### src/hw/fifo_pkg.sv
// FIFO geometry, pointer and occupancy types, controller state enum
package fifo_pkg;

    // -------------------------------------------------------------------------
    // Geometry
    // -------------------------------------------------------------------------

    // Storage entries in the word buffer
    localparam int FIFO_DEPTH = 4;

    // Pointer width, at least one bit for a single-entry FIFO
    localparam int PTR_W = (FIFO_DEPTH > 1) ? $clog2(FIFO_DEPTH) : 1;

    // -------------------------------------------------------------------------
    // Types
    // -------------------------------------------------------------------------

    // Read or write pointer into the storage array
    typedef logic [PTR_W-1:0] fifo_ptr_t;

    // Occupancy, one extra bit so a count of FIFO_DEPTH fits
    typedef logic [PTR_W:0] fifo_cnt_t;

    // Controller state, doubles as the source of the full/empty flags
    typedef enum logic [1:0] {
        EMPTY   = 2'd0,
        PARTIAL = 2'd1,
        FULL    = 2'd2
    } fifo_state_t;

endpackage : fifo_pkg

### src/hw/xfer_pkg.sv
// Payload word type, drop-count type and saturation value, link handshake state enums
package xfer_pkg;

    // -------------------------------------------------------------------------
    // Payload and statistics
    // -------------------------------------------------------------------------

    // Word carried over both links and through the FIFO
    typedef logic [15:0] word_t;

    // Count of words lost to a full FIFO
    typedef logic [7:0] drop_cnt_t;

    // Counter sticks here
    localparam drop_cnt_t DROP_CNT_MAX = '1;

    // -------------------------------------------------------------------------
    // Handshake state machines
    // -------------------------------------------------------------------------

    // Receiving side of the input link
    typedef enum logic {
        ING_IDLE = 1'b0,
        ING_HOLD = 1'b1
    } ing_state_t;

    // Requesting side of the output link
    typedef enum logic [1:0] {
        EGR_IDLE    = 2'd0,
        EGR_OFFER   = 2'd1,
        EGR_RELEASE = 2'd2
    } egr_state_t;

endpackage : xfer_pkg
### src/hw/fifo_wr_if.sv
// FIFO write port interface with writer and FIFO modports
`timescale 1ns/1ps

interface fifo_wr_if;

    // One-cycle write strobe
    logic              wr;
    // Word to store with the strobe
    xfer_pkg::word_t   wr_data;
    // Registered full flag from the controller
    logic              full;
    // Pulses with a wr that met a full FIFO
    logic              oflow;

    // Producer side, ingress block
    modport writer (
        output wr,
        output wr_data,
        input  full,
        input  oflow
    );

    // Storage side
    modport fifo (
        input  wr,
        input  wr_data,
        output full,
        output oflow
    );

endinterface : fifo_wr_if

### src/hw/fifo_ctrl_fsm.sv
// FIFO pointer and flag controller with overflow detection and write/read qualification
`timescale 1ns/1ps

module fifo_ctrl_fsm #(
    parameter int DEPTH = fifo_pkg::FIFO_DEPTH
) (
    input  logic                clk,
    input  logic                rst_n,

    // Raw requests
    input  logic                wr,
    input  logic                rd,

    // Qualified requests
    output logic                wr_safe,
    output logic                rd_safe,

    // Array addresses
    output fifo_pkg::fifo_ptr_t wr_ptr,
    output fifo_pkg::fifo_ptr_t rd_ptr,

    // Status
    output logic                full,
    output logic                empty,
    output logic                oflow
);

    // -------------------------------------------------------------------------
    // Signals
    // -------------------------------------------------------------------------
    fifo_pkg::fifo_cnt_t   cnt;
    fifo_pkg::fifo_cnt_t   cnt_next;
    fifo_pkg::fifo_state_t state;
    fifo_pkg::fifo_state_t state_next;

    // Wrap at DEPTH rather than at the power of two
    function automatic fifo_pkg::fifo_ptr_t ptr_inc(input fifo_pkg::fifo_ptr_t ptr);
        ptr_inc = (ptr == fifo_pkg::fifo_ptr_t'(DEPTH - 1)) ? '0 : ptr + 1'b1;
    endfunction

    // -------------------------------------------------------------------------
    // Qualification
    // -------------------------------------------------------------------------

    // Reads ignored when empty
    assign rd_safe = rd && !empty;

    // A simultaneous read frees the slot, so a full FIFO can still take a write
    assign wr_safe = wr && (!full || rd_safe);

    // Refused write, word is dropped
    assign oflow = wr && !wr_safe;

    // Flags straight off the state register
    assign full  = (state == fifo_pkg::FULL);
    assign empty = (state == fifo_pkg::EMPTY);

    // -------------------------------------------------------------------------
    // Occupancy and next state
    // -------------------------------------------------------------------------
    always_comb begin
        cnt_next = cnt;
        if (wr_safe && !rd_safe) begin
            cnt_next = cnt + 1'b1;
        end else if (rd_safe && !wr_safe) begin
            cnt_next = cnt - 1'b1;
        end
    end

    always_comb begin
        if (cnt_next == '0) begin
            state_next = fifo_pkg::EMPTY;
        end else if (cnt_next == fifo_pkg::fifo_cnt_t'(DEPTH)) begin
            state_next = fifo_pkg::FULL;
        end else begin
            state_next = fifo_pkg::PARTIAL;
        end
    end

    // -------------------------------------------------------------------------
    // Registers
    // -------------------------------------------------------------------------
    always_ff @(posedge clk) begin
        if (!rst_n) begin
            wr_ptr <= '0;
            rd_ptr <= '0;
            cnt    <= '0;
            state  <= fifo_pkg::EMPTY;
        end else begin
            // Pointers move only on accepted accesses
            if (wr_safe) begin
                wr_ptr <= ptr_inc(wr_ptr);
            end
            if (rd_safe) begin
                rd_ptr <= ptr_inc(rd_ptr);
            end
            cnt   <= cnt_next;
            state <= state_next;
        end
    end

endmodule : fifo_ctrl_fsm

### src/hw/fifo_small.sv
// Small synchronous FIFO with register-array storage and single-cycle write-to-read latency
`timescale 1ns/1ps

module fifo_small #(
    parameter type DATA_T = logic [15:0],
    parameter int  DEPTH  = fifo_pkg::FIFO_DEPTH
) (
    input  logic   clk,
    input  logic   rst_n,

    // Write side through the interface
    fifo_wr_if.fifo wr_port,

    // Read side
    input  logic   rd,
    output DATA_T  rd_data,
    output logic   empty
);

    // -------------------------------------------------------------------------
    // Signals
    // -------------------------------------------------------------------------
    DATA_T               mem [DEPTH];
    logic                wr_safe;
    fifo_pkg::fifo_ptr_t wr_ptr;
    fifo_pkg::fifo_ptr_t rd_ptr;

    // -------------------------------------------------------------------------
    // Controller
    // -------------------------------------------------------------------------
    fifo_ctrl_fsm #(
        .DEPTH   (DEPTH)
    ) fifo_ctrl_fsm_inst (
        .clk     (clk),
        .rst_n   (rst_n),
        .wr      (wr_port.wr),
        .rd      (rd),
        .wr_safe (wr_safe),
        .rd_safe (),
        .wr_ptr  (wr_ptr),
        .rd_ptr  (rd_ptr),
        .full    (wr_port.full),
        .empty   (empty),
        .oflow   (wr_port.oflow)
    );

    // Registered write, refused words never land
    always_ff @(posedge clk) begin
        if (wr_safe) begin
            mem[wr_ptr] <= wr_port.wr_data;
        end
    end

    // Head of queue, valid while empty is low
    assign rd_data = mem[rd_ptr];

endmodule : fifo_small

### src/hw/fifo_subsys.sv
// Word buffer top level joining ingress link, small FIFO and egress link
`timescale 1ns/1ps

module fifo_subsys (
    input  logic                clk,
    input  logic                rst_n,

    // Producer link
    input  logic                in_req,
    input  xfer_pkg::word_t     in_data,
    output logic                in_ack,

    // Consumer link
    output logic                out_req,
    output xfer_pkg::word_t     out_data,
    input  logic                out_ack,

    // Overflow statistics
    output xfer_pkg::drop_cnt_t drop_count
);

    // -------------------------------------------------------------------------
    // Internal wiring
    // -------------------------------------------------------------------------
    fifo_wr_if       wr_if ();
    logic            rd;
    xfer_pkg::word_t rd_data;
    logic            empty;

    // Decode of the input handshake
    hs_ingress hs_ingress_inst (
        .clk        (clk),
        .rst_n      (rst_n),
        .in_req     (in_req),
        .in_data    (in_data),
        .in_ack     (in_ack),
        .wr_port    (wr_if.writer),
        .drop_count (drop_count)
    );

    // Buffering stage
    fifo_small #(
        .DATA_T  (xfer_pkg::word_t),
        .DEPTH   (fifo_pkg::FIFO_DEPTH)
    ) fifo_small_inst (
        .clk     (clk),
        .rst_n   (rst_n),
        .wr_port (wr_if.fifo),
        .rd      (rd),
        .rd_data (rd_data),
        .empty   (empty)
    );

    // Result side, drives the consumer
    hs_egress hs_egress_inst (
        .clk      (clk),
        .rst_n    (rst_n),
        .rd       (rd),
        .rd_data  (rd_data),
        .empty    (empty),
        .out_req  (out_req),
        .out_data (out_data),
        .out_ack  (out_ack)
    );

endmodule : fifo_subsys

### src/hw/hs_egress.sv
// Four-phase link sender popping the FIFO head into a registered output word
`timescale 1ns/1ps

module hs_egress (
    input  logic            clk,
    input  logic            rst_n,

    // FIFO read port
    output logic            rd,
    input  xfer_pkg::word_t rd_data,
    input  logic            empty,

    // Output link
    output logic            out_req,
    output xfer_pkg::word_t out_data,
    input  logic            out_ack
);

    // -------------------------------------------------------------------------
    // Handshake FSM
    // -------------------------------------------------------------------------
    xfer_pkg::egr_state_t state;

    // Pop only from IDLE, so the next word waits for ack release
    assign rd = (state == xfer_pkg::EGR_IDLE) && !empty;

    always_ff @(posedge clk) begin
        if (!rst_n) begin
            state <= xfer_pkg::EGR_IDLE;
        end else begin
            case (state)
                // Head available, take it and request
                xfer_pkg::EGR_IDLE: begin
                    if (!empty) begin
                        state <= xfer_pkg::EGR_OFFER;
                    end
                end
                // Consumer may stall here indefinitely
                xfer_pkg::EGR_OFFER: begin
                    if (out_ack) begin
                        state <= xfer_pkg::EGR_RELEASE;
                    end
                end
                // Req already low, wait for ack to drop
                xfer_pkg::EGR_RELEASE: begin
                    if (!out_ack) begin
                        state <= xfer_pkg::EGR_IDLE;
                    end
                end
                default: state <= xfer_pkg::EGR_IDLE;
            endcase
        end
    end

    assign out_req = (state == xfer_pkg::EGR_OFFER);

    // -------------------------------------------------------------------------
    // Output word
    // -------------------------------------------------------------------------

    // Loaded with the pop, stable for the whole offer
    always_ff @(posedge clk) begin
        if (rd) begin
            out_data <= rd_data;
        end
    end

endmodule : hs_egress

### src/hw/hs_ingress.sv
// Four-phase link receiver feeding the FIFO write port, with saturating drop counter
`timescale 1ns/1ps

module hs_ingress (
    input  logic                clk,
    input  logic                rst_n,

    // Input link
    input  logic                in_req,
    input  xfer_pkg::word_t     in_data,
    output logic                in_ack,

    // FIFO write port
    fifo_wr_if.writer           wr_port,

    // Words lost to a full FIFO
    output xfer_pkg::drop_cnt_t drop_count
);

    // -------------------------------------------------------------------------
    // Handshake FSM
    // -------------------------------------------------------------------------
    xfer_pkg::ing_state_t state;

    always_ff @(posedge clk) begin
        if (!rst_n) begin
            state <= xfer_pkg::ING_IDLE;
        end else begin
            case (state)
                // New request, word goes out this cycle
                xfer_pkg::ING_IDLE: begin
                    if (in_req) begin
                        state <= xfer_pkg::ING_HOLD;
                    end
                end
                // Hold ack until producer lets go
                xfer_pkg::ING_HOLD: begin
                    if (!in_req) begin
                        state <= xfer_pkg::ING_IDLE;
                    end
                end
                default: state <= xfer_pkg::ING_IDLE;
            endcase
        end
    end

    // Ack follows the state, so it rises one edge after req is seen
    assign in_ack = (state == xfer_pkg::ING_HOLD);

    // One write per transfer, data taken straight from the link
    assign wr_port.wr      = (state == xfer_pkg::ING_IDLE) && in_req;
    assign wr_port.wr_data = in_data;

    // -------------------------------------------------------------------------
    // Drop counter
    // -------------------------------------------------------------------------
    always_ff @(posedge clk) begin
        if (!rst_n) begin
            drop_count <= '0;
        end else if (wr_port.oflow && drop_count != xfer_pkg::DROP_CNT_MAX) begin
            drop_count <= drop_count + 1'b1;
        end
    end

endmodule : hs_ingress

### config.mk
export PLATFORM = sky130hd
export DESIGN_NAME = fifo_subsys
export DESIGN_NICKNAME = d
export VERILOG_FILES = /design/src/hw/fifo_pkg.sv /design/src/hw/xfer_pkg.sv /design/src/hw/fifo_wr_if.sv /design/src/hw/fifo_ctrl_fsm.sv /design/src/hw/fifo_small.sv /design/src/hw/fifo_subsys.sv /design/src/hw/hs_egress.sv /design/src/hw/hs_ingress.sv
export SDC_FILE = /design/constraint.sdc
export NUM_CORES = 1
export LEC_CHECK = 0
export BUFFER_PORTS_ARGS = -buffer_cell sky130_fd_sc_hd__buf_2
export CORE_ASPECT_RATIO = 1.1
export CORE_MARGIN = 2
export CORE_UTILIZATION = 30
export DETAILED_ROUTE_END_ITERATION = 12
export GPL_TIMING_DRIVEN = 0
export PLACE_DENSITY = 0.52
export SLEW_MARGIN = 0
export SYNTH_ARGS = -nofsm -noshare
export SYNTH_HDL_FRONTEND = slang
export SYNTH_SLANG_ARGS = --single-unit
### constraint.sdc
create_clock -name clk -period 4.03 [get_ports clk]
set_clock_uncertainty 0.05 [all_clocks]
set_input_delay 0.6045 -clock clk [delete_from_list [all_inputs] [get_ports clk]]
set_output_delay 0.6045 -clock clk [all_outputs]
set_load 0.01 [all_outputs]
=== Yosys cells after proc, flatten, opt, wreduce, memory -nomap -nowiden ===
Memory sizes are Yosys's and may differ from the RTL's. A register that Yosys moved wholly into a read port is not among the register bits.
Cells that the tools add are included.

* $add $sub $neg: 5
* $mul: 0
* Div/mod/pow operators: 0
* $lt $le $gt $ge: 0
* Equal/unequal tests: 10
* Shift operators: 0
* Muxes and demuxes: 12
* Bitwise operators: 2
* Reduce and logical (&&, ||, !) cells: 18

{| class="wikitable"
|+ Operator list
! cell !! count
|-
| two-way mux 2 bit || 6
|-
| adder 8 x 1 -> 8 bit, second input constant || 1
|-
| equality test 2 bit, second input constant || 4
|-
| logical AND 1 bit || 8
|-
| != test 8 bit, second input constant || 1
|-
| two-way mux 3 bit || 2
|-
| one-hot mux 2 bit (3 select lines) || 1
|-
| adder 2 x 1 -> 2 bit, second input constant || 2
|-
| logical NOT 1 bit || 4
|-
| logical NOT 2 bit || 2
|-
| != test 2 bit, second input constant || 2
|-
| adder 3 x 1 -> 3 bit, second input constant || 1
|-
| equality test 3 bit, second input constant || 1
|-
| logical NOT 3 bit || 1
|-
| two-way mux 1 bit || 3
|-
| AND reduction 3 bit || 1
|-
| subtractor 3 x 1 -> 3 bit, second input constant || 1
|-
| equality test 2 x 1 -> 1 bit, second input constant || 1
|-
| != test 2 x 1 -> 1 bit, second input constant || 1
|-
| NOT 1 bit || 2
|-
| OR reduction 2 bit || 1
|-
| logical OR 1 bit || 1
|}

* Flip-flop bits (word level): 20
* Latch bits: 0
* RAM bits: 64
* Memory bits (read-only): 0
* Input port bits: 20
* Output and inout bits: 26
* Logic and storage cells: 55
* Memories: 1

{| class="wikitable"
|+ Memory list
! memory !! words !! width !! rd ports !! clocked after Yosys merged registers in !! write ports !! RTL line !! RTL
|-
| fifo_small_inst.mem || 4 || 16 || 1 || 1 || 1 || fifo_small.sv:23 || <nowiki>DATA_T mem [DEPTH];</nowiki>
|}

=== Longest topological paths before layout ===
Gate-level depths: netlist (run 1).

* Word-level depth: 12
* Mapped depth: 5
* Mapped depth without buffers: 5

=== Hierarchy ===
Synthesis (run 1) repeated with hierarchy kept, for this count alone.

* Cells, all modules: 232
* Area, all modules: 4028.9 um2

{| class="wikitable"
|+ By module, submodules not included
! module !! instances !! cells each !! area each (um2) !! sequential area each (um2)
|-
| fifo_small || 1 || 88 || 2377.3 || 1921.8
|-
| hs_egress || 1 || 24 || 574.3 || 520.5
|-
| hs_ingress || 1 || 65 || 563.0 || 180.2
|-
| fifo_ctrl_fsm || 1 || 55 || 514.2 || 180.2
|}

=== Least setup slack after synthesis (run 1) ===
Ideal clock, no wire load.

* Path kind: input-to-reg
* From: input port in_req
* To: memory fifo_small_inst.mem[0][0] in the netlist's numbering (enable)
* Setup time: 0.374 ns
* Arrival time: 1.697 ns
* Required time: 3.606 ns
* Path slack: 1.909 ns
* Cell stages on the path: 3
* Buffers on the path: 0
* Cells stage by stage: or2b_4 a21oi_1 and2_1

* Longest elaborated chain between the ends: 4

{| class="wikitable"
|+ Ends and longest elaborated chain
! element !! RTL line !! RTL
|-
| from (decl) || fifo_subsys.sv:9 || <nowiki>input logic in_req,</nowiki>
|-
| logical AND 1 bit || hs_ingress.sv:51 || <nowiki>assign wr_port.wr = (state == xfer_pkg::ING_IDLE) && in_req;</nowiki>
|-
| logical AND 1 bit || fifo_ctrl_fsm.sv:49 || <nowiki>assign wr_safe = wr && (!full || rd_safe);</nowiki>
|-
| two-way mux 1 bit || fifo_small.sv:49 || <nowiki>if (wr_safe) begin</nowiki>
|-
| two-way mux 1 bit (implied by the code) || fifo_small.sv:50 || <nowiki>mem[wr_ptr] <= wr_port.wr_data;</nowiki>
|-
| to (decl) || fifo_small.sv:23 ||
|}

No other way between the ends.

=== Final worst setup path (run 1) ===
* From: register hs_egress_inst.state[1]
* To: memory fifo_small_inst.mem[1][11] in the netlist's numbering (enable)

* Longest elaborated chain between the ends: 7

{| class="wikitable"
|+ Ends and longest elaborated chain
! element !! RTL line !! RTL
|-
| from (decl) || hs_egress.sv:22 || <nowiki>xfer_pkg::egr_state_t state;</nowiki>
|-
| from (signal assigned) || hs_egress.sv:29 || <nowiki>state <= xfer_pkg::EGR_IDLE;</nowiki>
|-
| from (signal assigned) || hs_egress.sv:35 || <nowiki>state <= xfer_pkg::EGR_OFFER;</nowiki>
|-
| from (signal assigned) || hs_egress.sv:41 || <nowiki>state <= xfer_pkg::EGR_RELEASE;</nowiki>
|-
| logical NOT 2 bit || hs_egress.sv:25 || <nowiki>assign rd = (state == xfer_pkg::EGR_IDLE) && !empty;</nowiki>
|-
| logical AND 1 bit || hs_egress.sv:25 ||
|-
| logical AND 1 bit || fifo_ctrl_fsm.sv:46 || <nowiki>assign rd_safe = rd && !empty;</nowiki>
|-
| logical OR 1 bit || fifo_ctrl_fsm.sv:49 ||
|-
| logical AND 1 bit || fifo_ctrl_fsm.sv:49 ||
|-
| two-way mux 1 bit || fifo_small.sv:49 ||
|-
| two-way mux 1 bit (implied by the code) || fifo_small.sv:50 ||
|}

No other way between the ends.

==> results of run 1 <==
worst reg2reg max path: stages (launching register included):
cell	delay, ps
dfxtp_1	330
or2_2	290
buf_2	180
a21oi_1	390
and2_1	820
placed cells by master (no fill, tap or decap), types with 3 or more instances in the layout:
cell | netlist | routed
buf_2 | 3 | 48
clkbuf_16 | 0 | 9
ha_1 | 8 | 8
or3_1 | 4 | 4
nor2_1 | 10 | 9
a21oi_1 | 12 | 12
dfxtp_1 | 20 | 20
and2_1 | 5 | 5
inv_1 | 7 | 7
nand3_1 | 5 | 5
nand2_1 | 5 | 5
clkbuf_1 | 3 | 3
o21ai_0 | 7 | 7
edfxtp_1 | 80 | 80
nor3_1 | 3 | 3
mux2i_1 | 3 | 3
mux4_2 | 16 | 16
nand4_1 | 3 | 3
o41ai_1 | 3 | 3
registers in the layout (all words and copies together) (netlist names):
register and flops:
fifo_small_inst.fifo_ctrl_fsm_inst.cnt 3, fifo_small_inst.fifo_ctrl_fsm_inst.rd_ptr 2, fifo_small_inst.fifo_ctrl_fsm_inst.state 2, fifo_small_inst.fifo_ctrl_fsm_inst.wr_ptr 2
fifo_small_inst.mem 64, hs_egress_inst.out_data 16, hs_egress_inst.state 2, hs_ingress_inst.drop_count 8
hs_ingress_inst.in_ack 1
final cells by class:
cell class | instances | area [µm²]
Timing Repair Buffer | 46 | 240
Buffer | 6 | 26.3
Clock inverter | 7 | 97.6
Fill cell | 1215 | 7960
Multi-Input combinational cell | 110 | 1010
Sequential cell | 100 | 2800
Inverter | 8 | 30.0
Tap cell | 157 | 196
Clock buffer | 9 | 225
through the flow:
| stage | instances | util |
|---|---|---|
| after floorplan | 224 | - |
| after global placement | 426 | 0.341 |
| after detailed placement | 427 | 0.342 |
| after CTS | 443 | 0.368 |
| after global routing | 443 | 0.368 |
| final | 443 | 0.368 |
cells by family (layout without fill, tap and decap cells):
group                      Yosys count  after routing  share of synthesized area
xor gates and xnor gates             1              1                    0.00226
muxes                               19             19                      0.101
DFF                                100            100                      0.724
adders and majority gates            8              8                     0.0259
AOI/OAI and AO/OA                   33             33                     0.0569
and+or+nand+nor                     49             49                     0.0756
buffers and inverters               14             76                     0.0145
where the power goes:
group | switching (W) | internal [W] | total (W)
clock | 0.000374 | 0.000547 | 0.000921
sequential | 0.0000520 | 0.00129 | 0.00134
combinational | 0.000339 | 0.000265 | 0.000604
total | 0.000765 | 0.00210 | 0.00286
worst paths after layout:
path	endpoint	cells after the start
worst max-delay path	fifo_small_inst.mem[1][11]	4
worst min-delay path	fifo_small_inst.mem[3][6]	1
worst max register to register	fifo_small_inst.mem[1][11]	4
worst min register to register	hs_ingress_inst.drop_count[6]	2
layer usage:
metal  share of wire  global-route usage  routed length, µm
met1            0.45               0.138               3120
met2            0.48               0.173               3360
met3           0.055              0.0304                387
met4           0.019              0.0503                132
met5          0.0019                   0                 13
==> run metrics, run 1 <==
clk sinks=100; # Post-CTS Setup Buffers=0; Final ANT Viol Nets=0; Die ar.=0.0138 mm²; Vias=2,154; R2R Path Start=hs_egress_inst.state[1]; Seq cells post-synth=100; antenna violations before repair=1; Power, Total=0.00286 W; reg2reg setup slack=1590 ps; count of final hold-check violations=0; Resize count post-CTS=0; NumNets Final=309; Synth area leader=edfxtp_1; Synth cell types=39; initial DRC count=91; clock latency on the worst-skew pair=340 ps; Starting Density=0.307; CP cell instances=or2_2 > buf_2 > a21oi_1 > and2_1; global-route wire length before repair=11,200 µm; dpl ws=1290 ps; Worst Hold Class=input port to flip-flop; most frequent cell after synthesis=edfxtp_1; Achievable Freq=0.409 GHz; cell area after layout=0.00463 mm²; Slowest-stage cell, CP=and2_1; largest net degree at the start of global routing=18; clk buf depth=2; Max Transition Viols Final=0; most frequent cells after synthesis=edfxtp_1, dfxtp_1, mux4_2; asr flop ratio synth=0; WL/cell=15.8 µm; critical path's largest stage delay=820 ps; Crit. Startpoint=hs_egress_inst.state[1]; Post-DP HPWL=4590 µm; Core Box Area=0.0126 mm²; placed cell area=0.00431 mm²; DRC viols=0; Slew @ Worst Pin=932 ps; Std-Cell Rows=43; synth top area cells=edfxtp_1, dfxtp_1, mux4_2; crit path time final=2440 ps; area delta synth->final=19.7%; CTS Root Cell=clkbuf_16; Mapped Cells=224; Worst-path clk slew=70 ps; final worst slack=1590 ps; syn avg cell area=17.3 µm²; aggregate global-route resource usage=0.108; CTS Hold Buffers Added=0; Vias/cell=4.86; setup TNS=0 ps; fin crit share=0.606; unrepaired setup endpoints after global routing=no; Rel. slew slack=0.379; GP Congestion=0.804; Final Hold Slack=429 ps; EDFF count, synth=80; share of post-route cells with drive strength above 1=0.308; Die Ht=123 µm; # Max-Cap Violations=0; detailed-route wire length=7020 µm; CTS tree=built; top-area cell type share of the netlist area=0.621; largest fanout on the critical path=16; diode count=0; critical path's top delay family=simple AND/OR/NAND/NOR gates; PortBufs=45; worst vdd ir=214 µV; min-delay src=in_data[6]; synth warn=0; Die W=112 µm; post-synth net total=252; Syn Std Cell Area=0.00387 mm²; CP Class=flip-flop to flip-flop; WP buf/inv=1; CP Capture Type=flip-flop; drt pass-1 iters=4; ys flop type=edfxtp_1; register area share after synthesis=0.724; number of global-route vias before repair=2,129; LEAKAGE=1.58 nW; Worst Path Required=3940 ps; Cell Pwr Density=618 mW/mm²; endpoints failing setup=0; # H-tree levels=3; gr ovfl total=0; TritonCTS buffer count=9; Startpoint Class=flip-flop; io pins=46; CP Data Arrival Time=2360 ps; outcome=finished, final reports clean
(Power assumes the default switching activity.)
==> run 2, diff against run 1 <==
--- a/config.mk
+++ b/config.mk
@@ -11,7 +11,7 @@
 export CORE_UTILIZATION = 30
 export DETAILED_ROUTE_END_ITERATION = 12
 export GPL_TIMING_DRIVEN = 0
-export PLACE_DENSITY = 0.52
+export PLACE_DENSITY = 0.53
 export SLEW_MARGIN = 0
 export SYNTH_ARGS = -nofsm -noshare
 export SYNTH_HDL_FRONTEND = slang
==> constraint.sdc (replaced) <==
create_clock -name clk -period 2.2 [get_ports clk]
set_clock_uncertainty 0.05 [all_clocks]
set_input_delay 0.33 -clock clk [delete_from_list [all_inputs] [get_ports clk]]
set_output_delay 0.33 -clock clk [all_outputs]
set_load 0.01 [all_outputs]
==> run metrics, run 2 (same netlist as run 1, synthesis figures left out) <==
Slowest-stage cell, CP=and2_2 (was and2_1); CTS tree=built (unchanged); cell area after layout=0.00460 mm² (was 0.00463 mm²); CP Class=flip-flop to flip-flop (unchanged); fin crit share=0.989 (was 0.606); number of global-route vias before repair=2,122 (was 2,129); CP Data Arrival Time=2100 ps (was 2360 ps); CTS Hold Buffers Added=0 (unchanged); Rel. slew slack=0.589 (was 0.379); largest net degree at the start of global routing=18 (unchanged); Core Box Area=0.0126 mm² (unchanged); Clock power frac=0.300 (was 0.322); io pins=46 (unchanged); critical path's top delay family=simple AND/OR/NAND/NOR gates (unchanged); endpoints failing setup=0 (unchanged); Die W=112 µm (unchanged); Achievable Freq=0.460 GHz (was 0.409 GHz); area delta synth->final=18.8% (was 19.7%); Std-Cell Rows=43 (unchanged); Cell Pwr Density=1100 mW/mm² (was 618 mW/mm²); GP Congestion=0.798 (was 0.804); Die ar.=0.0138 mm² (unchanged); commonest non-fill, non-tap cells in the layout=edfxtp_1, buf_2, dfxtp_1 (unchanged); Worst Hold Class=input port to flip-flop (unchanged); clk sinks=100 (unchanged); gr ovfl total=0 (unchanged); LEAKAGE=1.57 nW (was 1.58 nW); global-route wire length before repair=10,800 µm (was 11,200 µm); register share of total power=0.483 (was 0.467); Largest Register=fifo_small_inst.mem (unchanged); aggregate global-route resource usage=0.105 (was 0.108); drt pass-1 iters=4 (unchanged); TritonCTS buffer count=9 (unchanged); CP Capture Type=flip-flop (unchanged); CTS Root Cell=clkbuf_16 (unchanged); Post-DP HPWL=4390 µm (was 4590 µm); # H-tree levels=3 (unchanged); Startpoint Class=flip-flop (unchanged); CP cell instances=or2_2 > buf_2 > a21oi_1 > and2_2 (was or2_2 > buf_2 > a21oi_1 > and2_1); Worst Path Required=2130 ps (was 3940 ps); Final ANT Viol Nets=0 (unchanged); setup TNS=0 ps (unchanged); clock latency on the worst-skew pair=340 ps (about the same); clk buf depth=2 (unchanged); NetSw=0.00134 W (was 0.000765 W); Worst-path clk slew=70 ps (about the same); Starting Density=0.307 (unchanged); cell-internal power=0.00371 W (was 0.00210 W); antenna violations before repair=1 (unchanged); final core utilization=0.365 (was 0.368); outcome=finished, final reports clean (unchanged); # Post-CTS Setup Buffers=0 (unchanged); biggest regs=fifo_small_inst.mem x64, hs_egress_inst.out_data x16, hs_ingress_inst.drop_count x8 (unchanged); share of post-route cells with drive strength above 1=0.309 (was 0.308); sw frac=0.266 (was 0.267); PortBufs=45 (unchanged); Power, Total=0.00505 W (was 0.00286 W); DRC viols=0 (unchanged); count of final hold-check violations=0 (unchanged); unrepaired setup endpoints after global routing=yes (was no); Vias=2,108 (was 2,154); crit path time final=2180 ps (was 2440 ps); most common cell after layout, fill and taps aside=edfxtp_1 (unchanged); detailed-route wire length=6740 µm (was 7020 µm); initial DRC count=89 (was 91); WP buf/inv=1 (unchanged); Die Ht=123 µm (unchanged); critical path's largest stage delay=550 ps (was 820 ps); WL/cell=15.2 µm (was 15.8 µm); Slew @ Worst Pin=617 ps (was 932 ps); Vias/cell=4.76 (was 4.86); largest fanout on the critical path=16 (unchanged); worst vdd ir=475 µV (was 214 µV); Max Transition Viols Final=0 (unchanged); combinational power share=0.217 (was 0.211); NumNets Final=309 (unchanged); # Max-Cap Violations=0 (unchanged); placed cell area=0.00431 mm² (unchanged); Final Hold Slack=157 ps (was 429 ps); max FFs per register=64 (unchanged)
-- run 2: cell types whose count changed in the layout (fill, tap and decap cells not counted), sizes merged --
cell	delta
diode	+1
clkinvlp	-1
bufinv	-1
clkinv	+2
inv	-2
clkbuf	+1
-- run 2: power by group through the flow --
stage / logic (W) / registers (W) / clock network, W
2_1_floorplan: 0.000677 / 0.00255 / 0
3_3_place_gp: 0.00108 / 0.00249 / 0
3_5_place_dp: 0.00113 / 0.00249 / 0
4_1_cts: 0.00113 / 0.00245 / 0.00158
5_1_grt: 0.00121 / 0.00247 / 0.00164
6_report: 0.00110 / 0.00244 / 0.00151
-- run 2: metal layers --
metal / share of wire / track usage / vias to the layer above
met5: 0 / 0 / -
met4: 0.016 / 0.0457 / 0
met3: 0.058 / 0.0333 / 10
met2: 0.49 / 0.175 / 53
met1: 0.44 / 0.125 / 1040
li1: - / - / 1005
-- run 2: worst reg2reg max path: stages (launching register included) --
cell and delay, ps:
dfxtp_1 340, or2_2 290, buf_2 180, a21oi_1 410, and2_2 550
-- run 2: repair_timing --
action                     4_1_cts  5_1_grt
pin swaps                        0        0
resized for setup                4        0
setup endpoints to repair       64       64
-- run 2: final cells by class --
type	count	area, µm²
flip-flops and latches	100	2800
inverters	8	30.0
fillers	1232	7990
clock buffers	10	229
diodes	1	2.50
well taps	157	196
multi-input cells	110	1020
repair buffers	46	240
plain buffers	6	26.3
clock inverters	5	53.8
-- run 2: stage by stage --
step,worst slack [ps],instances
global placement,-528,426
floorplan,190,224
global route,-108,442
detailed placement,-305,427
CTS,-21.4,442
finish,24.8,443
-- run 2: path summary, 6_finish.rpt --
kind / from / cells past startpoint / end / slack (ps)
max: hs_egress_inst.state[1] / 4 / fifo_small_inst.mem[0][13] / 20
min: in_data[7] / 1 / fifo_small_inst.mem[3][7] / 160
max reg2reg: hs_egress_inst.state[1] / 4 / fifo_small_inst.mem[0][13] / 20
min reg2reg: hs_ingress_inst.drop_count[6] / 2 / hs_ingress_inst.drop_count[6] / 450
==> run 3, diff against run 2 <==
--- a/config.mk
+++ b/config.mk
@@ -6,12 +6,11 @@
 export NUM_CORES = 1
 export LEC_CHECK = 0
 export BUFFER_PORTS_ARGS = -buffer_cell sky130_fd_sc_hd__buf_2
-export CORE_ASPECT_RATIO = 1.1
+export CORE_ASPECT_RATIO = 1.5
 export CORE_MARGIN = 2
 export CORE_UTILIZATION = 30
 export DETAILED_ROUTE_END_ITERATION = 12
-export GPL_TIMING_DRIVEN = 0
-export PLACE_DENSITY = 0.53
+export PLACE_DENSITY = 0.52
 export SLEW_MARGIN = 0
 export SYNTH_ARGS = -nofsm -noshare
 export SYNTH_HDL_FRONTEND = slang
==> constraint.sdc (replaced) <==
create_clock -name clk -period 2.1 [get_ports clk]
set_clock_uncertainty 0.05 [all_clocks]
set_input_delay 0.315 -clock clk [delete_from_list [all_inputs] [get_ports clk]]
set_output_delay 0.315 -clock clk [all_outputs]
set_load 0.01 [all_outputs]
==> run metrics, run 3 (same netlist as run 1, synthesis figures left out) <==
outcome=finished, final reports clean (unchanged); clock latency on the worst-skew pair=340 ps (about the same); Slew @ Worst Pin=499 ps (was 617 ps); TritonCTS buffer count=9 (unchanged); worst vdd ir=483 µV (was 475 µV); share of post-route cells with drive strength above 1=0.330 (was 0.309); most common cell after layout, fill and taps aside=edfxtp_1 (unchanged); Worst-path clk slew=70 ps (about the same); biggest regs=fifo_small_inst.mem x64, hs_egress_inst.out_data x16, hs_ingress_inst.drop_count x8 (unchanged); Vias=2,126 (was 2,108); unrepaired setup endpoints after global routing=no (was yes); Crit. Startpoint=hs_egress_inst.state[1] (unchanged); clk sinks=100 (unchanged); diode count=0 (was 1); Power, Total=0.00559 W (was 0.00505 W); RR Endpoint=fifo_small_inst.mem[2][8] (was fifo_small_inst.mem[0][13]); R2R Path Start=hs_egress_inst.state[1] (unchanged); Final Hold Slack=143 ps (was 157 ps); Final ANT Viol Nets=0 (unchanged); Hold Path Cell Cnt=1 (unchanged); CP Capture Type=flip-flop (unchanged); reg2reg setup slack=340 ps (was 20 ps); Resize count post-CTS=0 (was 4); Hold Path End=fifo_small_inst.mem[1][7] (was fifo_small_inst.mem[3][7]); Starting Density=0.309 (was 0.307); PortBufs=45 (unchanged); number of global-route vias before repair=2,223 (was 2,122); io pins=46 (unchanged); aggregate global-route resource usage=0.104 (was 0.105); Achievable Freq=0.567 GHz (was 0.460 GHz); setup TNS=0 ps (unchanged); count of final hold-check violations=0 (unchanged); crit path time final=1760 ps (was 2180 ps); commonest non-fill, non-tap cells in the layout=edfxtp_1, buf_2, dfxtp_1 (unchanged); CTS Hold Buffers Added=0 (unchanged); Vias/cell=4.76 (about the same); # Post-CTS Setup Buffers=0 (unchanged); GP Congestion=0.711 (was 0.798); # H-tree levels=3 (unchanged); Post-DP HPWL=4670 µm (was 4390 µm); Worst Hold Class=input port to flip-flop (unchanged); max FFs per register=64 (unchanged); drt pass-1 iters=4 (unchanged); fin cells=447 (was 443); CTS tree=built (unchanged); Rel. slew slack=0.667 (was 0.589); largest net degree at the start of global routing=20 (was 18); Max Transition Viols Final=0 (unchanged); CP Data Arrival Time=1750 ps (was 2100 ps); dpl ws=322 ps (was -305 ps); gr ovfl total=0 (unchanged); Die W=96.8 µm (was 112 µm); Worst R2R Path Depth=5 (was 4); clk buf depth=2 (unchanged); Startpoint Class=flip-flop (unchanged); final worst slack=336 ps (was 24.8 ps); NumNets Final=314 (was 309); largest fanout on the critical path=12 (was 16); Die Ht=143 µm (was 123 µm); min-delay src=in_data[7] (unchanged); antenna violations before repair=0 (was 1); Core Box Area=0.0125 mm² (was 0.0126 mm²); LEAKAGE=1.64 nW (was 1.57 nW); placed cells=431 (was 427); DRC viols=0 (unchanged); Largest Register=fifo_small_inst.mem (unchanged); area delta synth->final=22.6% (was 18.8%); Worst Path Required=2080 ps (was 2130 ps); # Max-Cap Violations=0 (unchanged); Die ar.=0.0138 mm² (about the same); Std-Cell Rows=50 (was 43); Cell Pwr Density=1180 mW/mm² (was 1100 mW/mm²); detailed-route wire length=6830 µm (was 6740 µm); CTS Root Cell=clkbuf_16 (unchanged); fin crit share=0.840 (was 0.989); endpoints failing setup=0 (unchanged); CP Class=flip-flop to flip-flop (unchanged); WL/cell=15.3 µm (was 15.2 µm); global-route wire length before repair=11,000 µm (was 10,800 µm); initial DRC count=113 (was 89)
## run 3: layer usage
layer / global-route usage / wire length, µm
met4: 0.0460 / 93
met2: 0.194 / 3710
met3: 0.0299 / 249
met1: 0.109 / 2780
met5: 0 / 0
## run 3: final cells by class
cell class | count | area (µm²)
clock buffers | 9 | 225
fillers | 1198 | 7770
multi-input cells | 110 | 1010
inverters | 8 | 30.0
flip-flops and latches | 100 | 2800
well taps | 156 | 195
repair buffers | 57 | 353
clock inverters | 7 | 124
## run 3: metrics by stage
step / area, µm² / utilization
detailed placement: 4400 / 0.351
global placement: 4400 / 0.351
CTS: 4740 / 0.379
finish: 4740 / 0.379
floorplan: 3870 / -
global route: 4740 / 0.379
## run 3: worst max-delay path: stages (launching register included)
cell     delay (ps)
dfxtp_1         340
or2_2           380
a21oi_1         170
buf_4           160
and2_1          140
buf_4           220
## run 3: worst max-delay path by stage
stage | end | cells after the start | slack, ps
floorplan | hs_egress_inst.out_data[0] | 3 | 90
global placement | fifo_small_inst.mem[2][10] | 5 | 350
detailed placement | fifo_small_inst.mem[2][6] | 5 | 320
CTS | fifo_small_inst.mem[2][6] | 5 | 300
global route | fifo_small_inst.fifo_ctrl_fsm_inst.state[1] | 5 | 160
finish | fifo_small_inst.mem[2][8] | 5 | 340
## run 3: where the power goes
group | internal, W | total, W | switching, W
clock network | 0.00117 | 0.00187 | 0.000700
logic | 0.000532 | 0.00116 | 0.000624
registers | 0.00247 | 0.00256 | 0.0000970
